[src/logic/xotr_pkg.sv]
/* Shared constants and opcode type for the
   extended-opcode (ED table) decode stage. */
package xotr_pkg;

    // ********************
    // Timing steps
    // ********************
    localparam int xpt_steps  = 5;   // Width of the xpt one-hot.
    localparam int ld_step    = 0;
    localparam int alu16_step = 1;
    localparam int io_step    = 2;

    // Field codes of the groups handled here.
    localparam logic [1:0] x_group   = 2'd1;   // 01xxxxxx block.
    localparam logic [2:0] z_ld_pair = 3'd3;
    localparam logic [2:0] z_alu16   = 3'd2;
    localparam logic [2:0] z_in      = 3'd0;
    localparam logic [2:0] z_out     = 3'd1;

    // ********************
    // Register codes
    // ********************
    localparam logic [1:0] pair_bc = 2'd0;
    localparam logic [1:0] pair_de = 2'd1;
    localparam logic [1:0] pair_hl = 2'd2;
    localparam logic [1:0] pair_sp = 2'd3;

    localparam logic [2:0] reg_b = 3'd0;
    localparam logic [2:0] reg_c = 3'd1;
    localparam logic [2:0] reg_d = 3'd2;
    localparam logic [2:0] reg_e = 3'd3;
    localparam logic [2:0] reg_h = 3'd4;
    localparam logic [2:0] reg_l = 3'd5;
    localparam logic [2:0] reg_f = 3'd6;   // Flags-only IN, zero OUT.
    localparam logic [2:0] reg_a = 3'd7;

    // Second opcode byte split as x:p:q:z, y being {p, q}.
    typedef struct packed {
        logic [1:0] x;
        logic [1:0] p;
        logic       q;
        logic [2:0] z;
    } opcode_fields_t;

    // Raw byte as latched, or decoded by fields.
    typedef union packed {
        logic [7:0]     raw;
        opcode_fields_t f;
    } opcode_t;

endpackage

[src/logic/xotr_bus_if.sv]
`timescale 1ns/1ps
/* Sequencer state shared with the group decoders. */
interface xotr_bus_if import xotr_pkg::*; (
    input logic clk
);

    // ********************
    // Sequencer state
    // ********************
    logic                 xotr;     // Extended table active.
    logic [xpt_steps-1:0] xpt;      // One-hot timing step.
    opcode_t              source;   // Latched second byte.

    // Sequencer side drives the state.
    modport seq (
        output xotr,
        output xpt,
        output source
    );

    // Decoders only look at it.
    modport dec (
        input clk,
        input xotr,
        input xpt,
        input source
    );

endinterface

[src/logic/xotr_sequencer.sv]
`timescale 1ns/1ps
/* Extended-opcode sequencer. Latches the ED byte, steps xpt
   and clears on a decoder request or when the last step runs out. */
module xotr_sequencer import xotr_pkg::*; (
    input  logic       clk,
    input  logic       reset,
    input  logic       ir_load,
    input  logic       ed_prefix,
    input  logic [7:0] ir,
    input  logic       ld_done,
    input  logic       alu16_done,
    input  logic       io_done,
    xotr_bus_if.seq    bus,
    output logic       busy,
    output logic       xotr_abort
);

    logic start;
    logic any_done;
    logic last_step;

    // Loads while busy are dropped.
    assign start     = ir_load & ed_prefix & ~bus.xotr;
    assign any_done  = ld_done | alu16_done | io_done;
    assign last_step = bus.xpt[xpt_steps-1];

    // ********************
    // Step control
    // ********************
    always_ff @(posedge clk) begin
        if (reset) begin
            bus.xotr <= 1'b0;
            bus.xpt  <= '0;
        end else if (start) begin
            bus.xotr <= 1'b1;
            bus.xpt  <= {{(xpt_steps-1){1'b0}}, 1'b1};   // Step 0.
        end else if (bus.xotr) begin
            if (any_done || last_step) begin
                // Claimed, or nobody wanted it.
                bus.xotr <= 1'b0;
                bus.xpt  <= '0;
            end else begin
                bus.xpt <= bus.xpt << 1;
            end
        end
    end

    // Opcode register.
    always_ff @(posedge clk) begin
        if (start) begin
            bus.source.raw <= ir;
        end
    end

    // ********************
    // Status
    // ********************
    assign busy = bus.xotr;

    // Last step passing unclaimed.
    assign xotr_abort = last_step & ~any_done;

    // ********************
    // Checks
    // ********************
    a_xpt_onehot: assert property (
        @(posedge clk) disable iff (reset)
        $onehot0(bus.xpt)
    ) else $error("xpt not one-hot: %h", bus.xpt);

    a_xpt_xotr: assert property (
        @(posedge clk) disable iff (reset)
        (bus.xpt != '0) == bus.xotr
    ) else $error("xpt %h does not track xotr %b", bus.xpt, bus.xotr);

    // Each group owns its own step, so requests never overlap.
    a_one_done: assert property (
        @(posedge clk) disable iff (reset)
        $onehot0({ld_done, alu16_done, io_done})
    ) else $error("more than one decoder done in one cycle");

endmodule

[src/logic/xotr_ld_nn_dd_decoder.sv]
`timescale 1ns/1ps
/* Group 01ddq011 decoder, LD (nn),dd and LD dd,(nn). */
module xotr_ld_nn_dd_decoder import xotr_pkg::*; (
    xotr_bus_if.dec    bus,
    output logic       done,
    output logic       set_cmr,
    output logic [3:0] ld_nn_dd,
    output logic [3:0] ld_dd_nn
);

    logic       hit;
    logic [3:0] pair_hot;

    // Only looked at in its own step.
    assign hit = bus.xpt[ld_step]
               && (bus.source.f.x == x_group)
               && (bus.source.f.z == z_ld_pair);

    // ********************
    // Pair select
    // ********************
    always_comb begin
        pair_hot = '0;
        case (bus.source.f.p)
            pair_bc: pair_hot[pair_bc] = 1'b1;
            pair_de: pair_hot[pair_de] = 1'b1;
            pair_hl: pair_hot[pair_hl] = 1'b1;
            pair_sp: pair_hot[pair_sp] = 1'b1;
            default: pair_hot = '0;
        endcase
    end

    // q low stores the pair, q high loads it.
    assign ld_nn_dd = (hit && !bus.source.f.q) ? pair_hot : '0;
    assign ld_dd_nn = (hit &&  bus.source.f.q) ? pair_hot : '0;

    assign set_cmr = hit;   // Fetch nn next.
    assign done    = hit;   // Clears xpt and xotr.

    // ********************
    // Checks
    // ********************
    a_quiet_idle: assert property (
        @(posedge bus.clk)
        !bus.xotr |-> (!done && !set_cmr && (ld_nn_dd == '0) && (ld_dd_nn == '0))
    ) else $error("ld decoder active while xotr low");

endmodule

[src/logic/xotr_alu16_decoder.sv]
`timescale 1ns/1ps
/* Group 01ssq010 decoder, SBC HL,ss and ADC HL,ss. */
module xotr_alu16_decoder import xotr_pkg::*; (
    xotr_bus_if.dec    bus,
    output logic       done,
    output logic [3:0] adc_hl,
    output logic [3:0] sbc_hl
);

    logic       hit;
    logic [3:0] pair_hot;

    assign hit = bus.xpt[alu16_step]
               && (bus.source.f.x == x_group)
               && (bus.source.f.z == z_alu16);

    // ********************
    // Pair select
    // ********************
    always_comb begin
        pair_hot = '0;
        case (bus.source.f.p)
            pair_bc: pair_hot[pair_bc] = 1'b1;
            pair_de: pair_hot[pair_de] = 1'b1;
            pair_hl: pair_hot[pair_hl] = 1'b1;
            pair_sp: pair_hot[pair_sp] = 1'b1;
            default: pair_hot = '0;
        endcase
    end

    // q low is SBC, q high is ADC.
    assign sbc_hl = (hit && !bus.source.f.q) ? pair_hot : '0;
    assign adc_hl = (hit &&  bus.source.f.q) ? pair_hot : '0;

    assign done = hit;

endmodule

[src/logic/xotr_io_decoder.sv]
`timescale 1ns/1ps
/* Group 01rrr00d decoder, IN r,(C) and OUT (C),r. */
module xotr_io_decoder import xotr_pkg::*; (
    xotr_bus_if.dec    bus,
    output logic       done,
    output logic [7:0] in_r,
    output logic [7:0] out_r
);

    logic       in_hit;
    logic       out_hit;
    logic [2:0] y;
    logic [7:0] reg_hot;

    assign y = {bus.source.f.p, bus.source.f.q};

    // z picks the direction.
    assign in_hit  = bus.xpt[io_step] && (bus.source.f.x == x_group)
                     && (bus.source.f.z == z_in);
    assign out_hit = bus.xpt[io_step] && (bus.source.f.x == x_group)
                     && (bus.source.f.z == z_out);

    // ********************
    // Register select
    // ********************
    always_comb begin
        reg_hot = '0;
        case (y)
            reg_b:   reg_hot[reg_b] = 1'b1;
            reg_c:   reg_hot[reg_c] = 1'b1;
            reg_d:   reg_hot[reg_d] = 1'b1;
            reg_e:   reg_hot[reg_e] = 1'b1;
            reg_h:   reg_hot[reg_h] = 1'b1;
            reg_l:   reg_hot[reg_l] = 1'b1;
            reg_f:   reg_hot[reg_f] = 1'b1;   // Flags only, or zero out.
            reg_a:   reg_hot[reg_a] = 1'b1;
            default: reg_hot = '0;
        endcase
    end

    assign in_r  = in_hit  ? reg_hot : '0;
    assign out_r = out_hit ? reg_hot : '0;

    assign done = in_hit | out_hit;

endmodule

[src/logic/xotr_decode_top.sv]
`timescale 1ns/1ps
/* ED-prefix decode stage. Sequencer plus the three group decoders. */
module xotr_decode_top (
    input  logic       clk,
    input  logic       reset,
    input  logic       ir_load,
    input  logic       ed_prefix,
    input  logic [7:0] ir,
    output logic       busy,
    output logic       set_cmr,
    output logic [3:0] ld_nn_dd,
    output logic [3:0] ld_dd_nn,
    output logic [3:0] adc_hl,
    output logic [3:0] sbc_hl,
    output logic [7:0] in_r,
    output logic [7:0] out_r,
    output logic       xotr_abort
);

    // Clear requests back to the sequencer.
    logic ld_done;
    logic alu16_done;
    logic io_done;

    xotr_bus_if i_bus (.clk(clk));

    xotr_sequencer i_sequencer (
        .clk        (clk),
        .reset      (reset),
        .ir_load    (ir_load),
        .ed_prefix  (ed_prefix),
        .ir         (ir),
        .ld_done    (ld_done),
        .alu16_done (alu16_done),
        .io_done    (io_done),
        .bus        (i_bus.seq),
        .busy       (busy),
        .xotr_abort (xotr_abort)
    );

    // ********************
    // Group decoders
    // ********************
    xotr_ld_nn_dd_decoder i_ld_decoder (
        .bus      (i_bus.dec),
        .done     (ld_done),
        .set_cmr  (set_cmr),
        .ld_nn_dd (ld_nn_dd),
        .ld_dd_nn (ld_dd_nn)
    );

    xotr_alu16_decoder i_alu16_decoder (
        .bus    (i_bus.dec),
        .done   (alu16_done),
        .adc_hl (adc_hl),
        .sbc_hl (sbc_hl)
    );

    xotr_io_decoder i_io_decoder (
        .bus   (i_bus.dec),
        .done  (io_done),
        .in_r  (in_r),
        .out_r (out_r)
    );

endmodule

[config.mk]
export PLATFORM = sky130hd
export DESIGN_NAME = xotr_decode_top
export DESIGN_NICKNAME = d
export VERILOG_FILES = /design/src/logic/xotr_pkg.sv /design/src/logic/xotr_bus_if.sv /design/src/logic/xotr_sequencer.sv /design/src/logic/xotr_ld_nn_dd_decoder.sv /design/src/logic/xotr_alu16_decoder.sv /design/src/logic/xotr_io_decoder.sv /design/src/logic/xotr_decode_top.sv
export SDC_FILE = /design/constraint.sdc
export NUM_CORES = 1
export LEC_CHECK = 0
export ABC_AREA = 0
export BUFFER_PORTS_ARGS = -buffer_cell sky130_fd_sc_hd__buf_2
export CAP_MARGIN = 40
export CORE_MARGIN = 10
export CORE_UTILIZATION = 45
export DETAILED_ROUTE_END_ITERATION = 16
export MAX_ROUTING_LAYER = met4
export PLACE_DENSITY = 0.75
export SLEW_MARGIN = 20
export SYNTH_ARGS = -nofsm -noshare
export SYNTH_HDL_FRONTEND = slang
export SYNTH_HIERARCHICAL = 1
export SYNTH_SLANG_ARGS = --single-unit
[constraint.sdc]
create_clock -name clk -period 3.4 [get_ports clk]
set_input_delay 0.68 -clock clk [delete_from_list [all_inputs] [get_ports clk]]
set_output_delay 0.68 -clock clk [all_outputs]
set_load 0.01 [all_outputs]
==> impl_table.tex <==
\begin{tabular}{lr}
\hline
Metric & Value \\
\hline
\multicolumn{2}{l}{\textbf{Cells and area}} \\
Proportion of layout cells with a drive suffix above 1 & between 50\% and 60\% \\
Antenna diode instance count & 0 \\
Filler Cells Inserted & 209 \\
Synthesis-to-layout area growth & 27.2\% \\
Leading cell type in the layout, fill and taps excluded & sky130\_fd\_sc\_hd\_\_buf\_2 \\
Top library cells by usage in the layout, fill and taps aside & sky130\_fd\_sc\_hd\_\_buf\_2 (46), sky130\_fd\_sc\_hd\_\_nor3\_2 (15), sky130\_fd\_sc\_hd\_\_nor3\_1 (11) \\
Layout Utilization & approximately three fifths \\
Final std cell area, no fill & 1280 um2 \\
Net count reported at finish & 152 \\
\multicolumn{2}{l}{\textbf{Place}} \\
Post-detailed-placement cell area & approximately 1200 um2 \\
Total half-perimeter wirelength after legalization and detailed placement & just under 2000 um \\
Count of input and output buffers & 46 \\
Placer's final routability congestion estimate & between 0.7 and 0.8 \\
\multicolumn{2}{l}{\textbf{Floorplanning}} \\
Die Area & 4530 um2 \\
Number of core rows & 17 \\
Starting utilization of the core area & 46.4\% \\
Core box area & 2170 um2 \\
Boundary Pins & 47 \\
Die Ht & 67.3 um \\
Die W & 67.3 um \\
\multicolumn{2}{l}{\textbf{Drt}} \\
Detailed-route vias per instance & 5.29 \\
Wire length per cell after detailed routing & between 10 and 15 um \\
TritonRoute pass-1 iters & 4 \\
DRC violation count after routing & 0 \\
Residual antenna-violating net count after detailed routing & 0 \\
Total wire length & about 2400 um \\
Routed vias & slightly below 900 \\
Iteration-0 DRC Markers & 26 \\
\multicolumn{2}{l}{\textbf{Clocking}} \\
Cell chosen for the clock root & sky130\_fd\_sc\_hd\_\_clkbuf\_4 \\
Hold-fix buffers at CTS & 0 \\
CTS H-tree depth & 1 \\
Post-CTS setup buffer count & 0 \\
Max Root-Sink Buffers & 2 \\
Number of sinks on the clock net & 14 \\
Post-CTS clock slew at the launch and capture registers of the worst setup and hold paths & 0.08 ns \\
Clock latency on the worst-skew pair & 0.27 ns \\
CTS tree & built \\
Quantity of gates resized following cts & 0 \\
Clock buffers created by TritonCTS & 3 \\
\multicolumn{2}{l}{\textbf{STA}} \\
Min cycle time layout & 2.82 ns \\
Final Hold Viols & 0 \\
Clk\_skew & 0.00849 ns \\
Slew @ Worst Pin & 0.463 ns \\
Setup Viol. Count Final & 0 \\
Achievable Freq & 354 MHz \\
Worst hold margin & 0.483 ns \\
Setup Total Neg Slack & 0 ns \\
Tightest slew margin relative to the limit & between 60\% and 70\% \\
Final clock period utilization by the worst path & between 80\% and 90\% \\
Pins over their slew limit & 0 \\
Unrepaired setup endpoints after global routing & false \\
\multicolumn{2}{l}{\textbf{Logic synthesis}} \\
Cell area after synthesis & 1010 um2 \\
Share of the yosys chip area belonging to registers & 35.8\% \\
Number of distinct standard cells referenced by the synthesized netlist & 28 \\
Count of mapped cells out of synthesis & 93 \\
Warning count from the yosys run & 6 \\
Cell accounting for the most synthesized area & sky130\_fd\_sc\_hd\_\_edfxtp\_1 \\
Top cell type's share of synthesized area & 23.9\% \\
Syn\_nets & 105 \\
Dominant cells by area after synthesis & sky130\_fd\_sc\_hd\_\_edfxtp\_1 (24\%), sky130\_fd\_sc\_hd\_\_nor3\_2 (15\%), sky130\_fd\_sc\_hd\_\_dfxtp\_1 (12\%) \\
Mean instance size in the synthesized netlist & between 10 and 15 um2 \\
Register bit count reported by yosys & 14 \\
\multicolumn{2}{l}{\textbf{Run status}} \\
Status & finished clean \\
\multicolumn{2}{l}{\textbf{Power}} \\
Power Density & 271 nW/um2 \\
PnR Total Power & 0.347 mW \\
Peak supply drop & 0.317 mV \\
Leakage power & approximately 0.52 nW \\
\multicolumn{2}{l}{\textbf{Global route}} \\
Maximum number of pins on one net before global-route repair & 18 \\
Number of global-route vias before repair & 843 \\
Antenna violations before repair & 0 \\
Overall fraction of global-route tracks in use & approximately 11\% \\
Wire length of the first global-routing pass & 3870 um \\
GRT overflow & 0 \\
\multicolumn{2}{l}{\textbf{Worst setup path}} \\
Type of element launching the critical path & register \\
Nature of the critical path endpoint & primary output \\
Minimum setup slack among reg-to-reg paths & between 1 and 1.5 ns \\
Worst Path Class, Setup & reg2out \\
CP Max Fanout & 9 \\
CP arrival & 2.14 ns \\
Required arrival time at the worst endpoint & 2.72 ns \\
\multicolumn{2}{l}{\textbf{Hold path}} \\
Type of the tightest min-delay check & reg2reg \\
\multicolumn{2}{l}{\textbf{Flow run}} \\
Max-capacitance violation count & 0 \\
\hline
\end{tabular}
where the power goes:
| group | internal, mW | leakage (nW) | switching (mW) |
|---|---|---|---|
| Combinational | 0.0154 | 0.375 | 0.0179 |
| Clock | 0.0650 | 0.0210 | 0.0487 |
| Sequential | 0.186 | 0.123 | 0.0134 |
| Total | 0.267 | 0.519 | 0.0800 |
metal layers:
layer / vias up / track usage (%) / wire (um)
li1: 453 / - / -
met1: 401 / 12.3 / 1070
met2: 27 / 18.5 / 1170
met3: 2 / 3.14 / 187
met4: 0 / 2.31 / 10
met5: - / - / 0
path summary, 6_finish.rpt:
| kind | from | endpoint | depth (start not counted) |
|---|---|---|---|
| min | i_sequencer/bus.xpt[3] | i_sequencer/bus.xpt[4] | 2 |
| max | i_sequencer/bus.source[0] | xotr_abort | 5 |
| min reg2reg | i_sequencer/bus.xpt[3] | i_sequencer/bus.xpt[4] | 2 |
| max reg2reg | i_sequencer/bus.source[0] | i_sequencer/bus.xpt[2] | 5 |
Yosys cell counts, drive strengths merged:
| library cell | count |
|---|---|
| nor2 | 3 |
| buf | 4 |
| nand2b | 7 |
| nand4b | 1 |
| or4 | 1 |
| or3b | 2 |
| nand2 | 5 |
| and2 | 1 |
| nand3 | 1 |
| a32oi | 3 |
| nor3 | 27 |
| nor3b | 2 |
| inv | 2 |
| nand4bb | 2 |
| dfxtp | 6 |
| nor2b | 1 |
| a21oi | 3 |
| or4b | 2 |
| nor4 | 8 |
| edfxtp | 8 |
| nand3b | 4 |
registers in the layout (all words and copies together), names as in the netlist:
register,count
i_sequencer/bus.xotr,1
i_sequencer/bus.xpt,5
i_sequencer/bus.source,8
logic make-up after synthesis:
kind of cell           synth area share, %
AOI/OAI and AO/OA                     4.47
buffers and inverters                 3.48
DFF                                   35.8
and+or+nand+nor                       56.3
per-stage QoR:
stage / setup WS [ns] / cells
global route: 0.444 / 167
global placement: 0.933 / 163
detailed placement: 0.871 / 163
finish: 0.577 / 167
CTS: 0.574 / 167
floorplan: 1.29 / 93
final cells by class:
type / instances / area (um2) / share of cell area (%)
Clock buffer: 4 / 36.3 / 2.83
Inverter: 2 / 7.51 / 0.586
Multi-Input combinational cell: 73 / 612 / 47.8
Sequential cell: 14 / 360 / 28.1
Tap cell: 28 / 35.0 / 2.73
Timing Repair Buffer: 46 / 230 / 18.0
critical path: stages (launching register included):
cell	delay (ns)
sky130_fd_sc_hd__edfxtp_1	0.56
sky130_fd_sc_hd__nand4bb_1	0.54
sky130_fd_sc_hd__nor3b_2	0.37
sky130_fd_sc_hd__nor3_4	0.09
sky130_fd_sc_hd__and2_1	0.17
sky130_fd_sc_hd__buf_2	0.13
No activity file was read; power rests on OpenSTA's default activity.
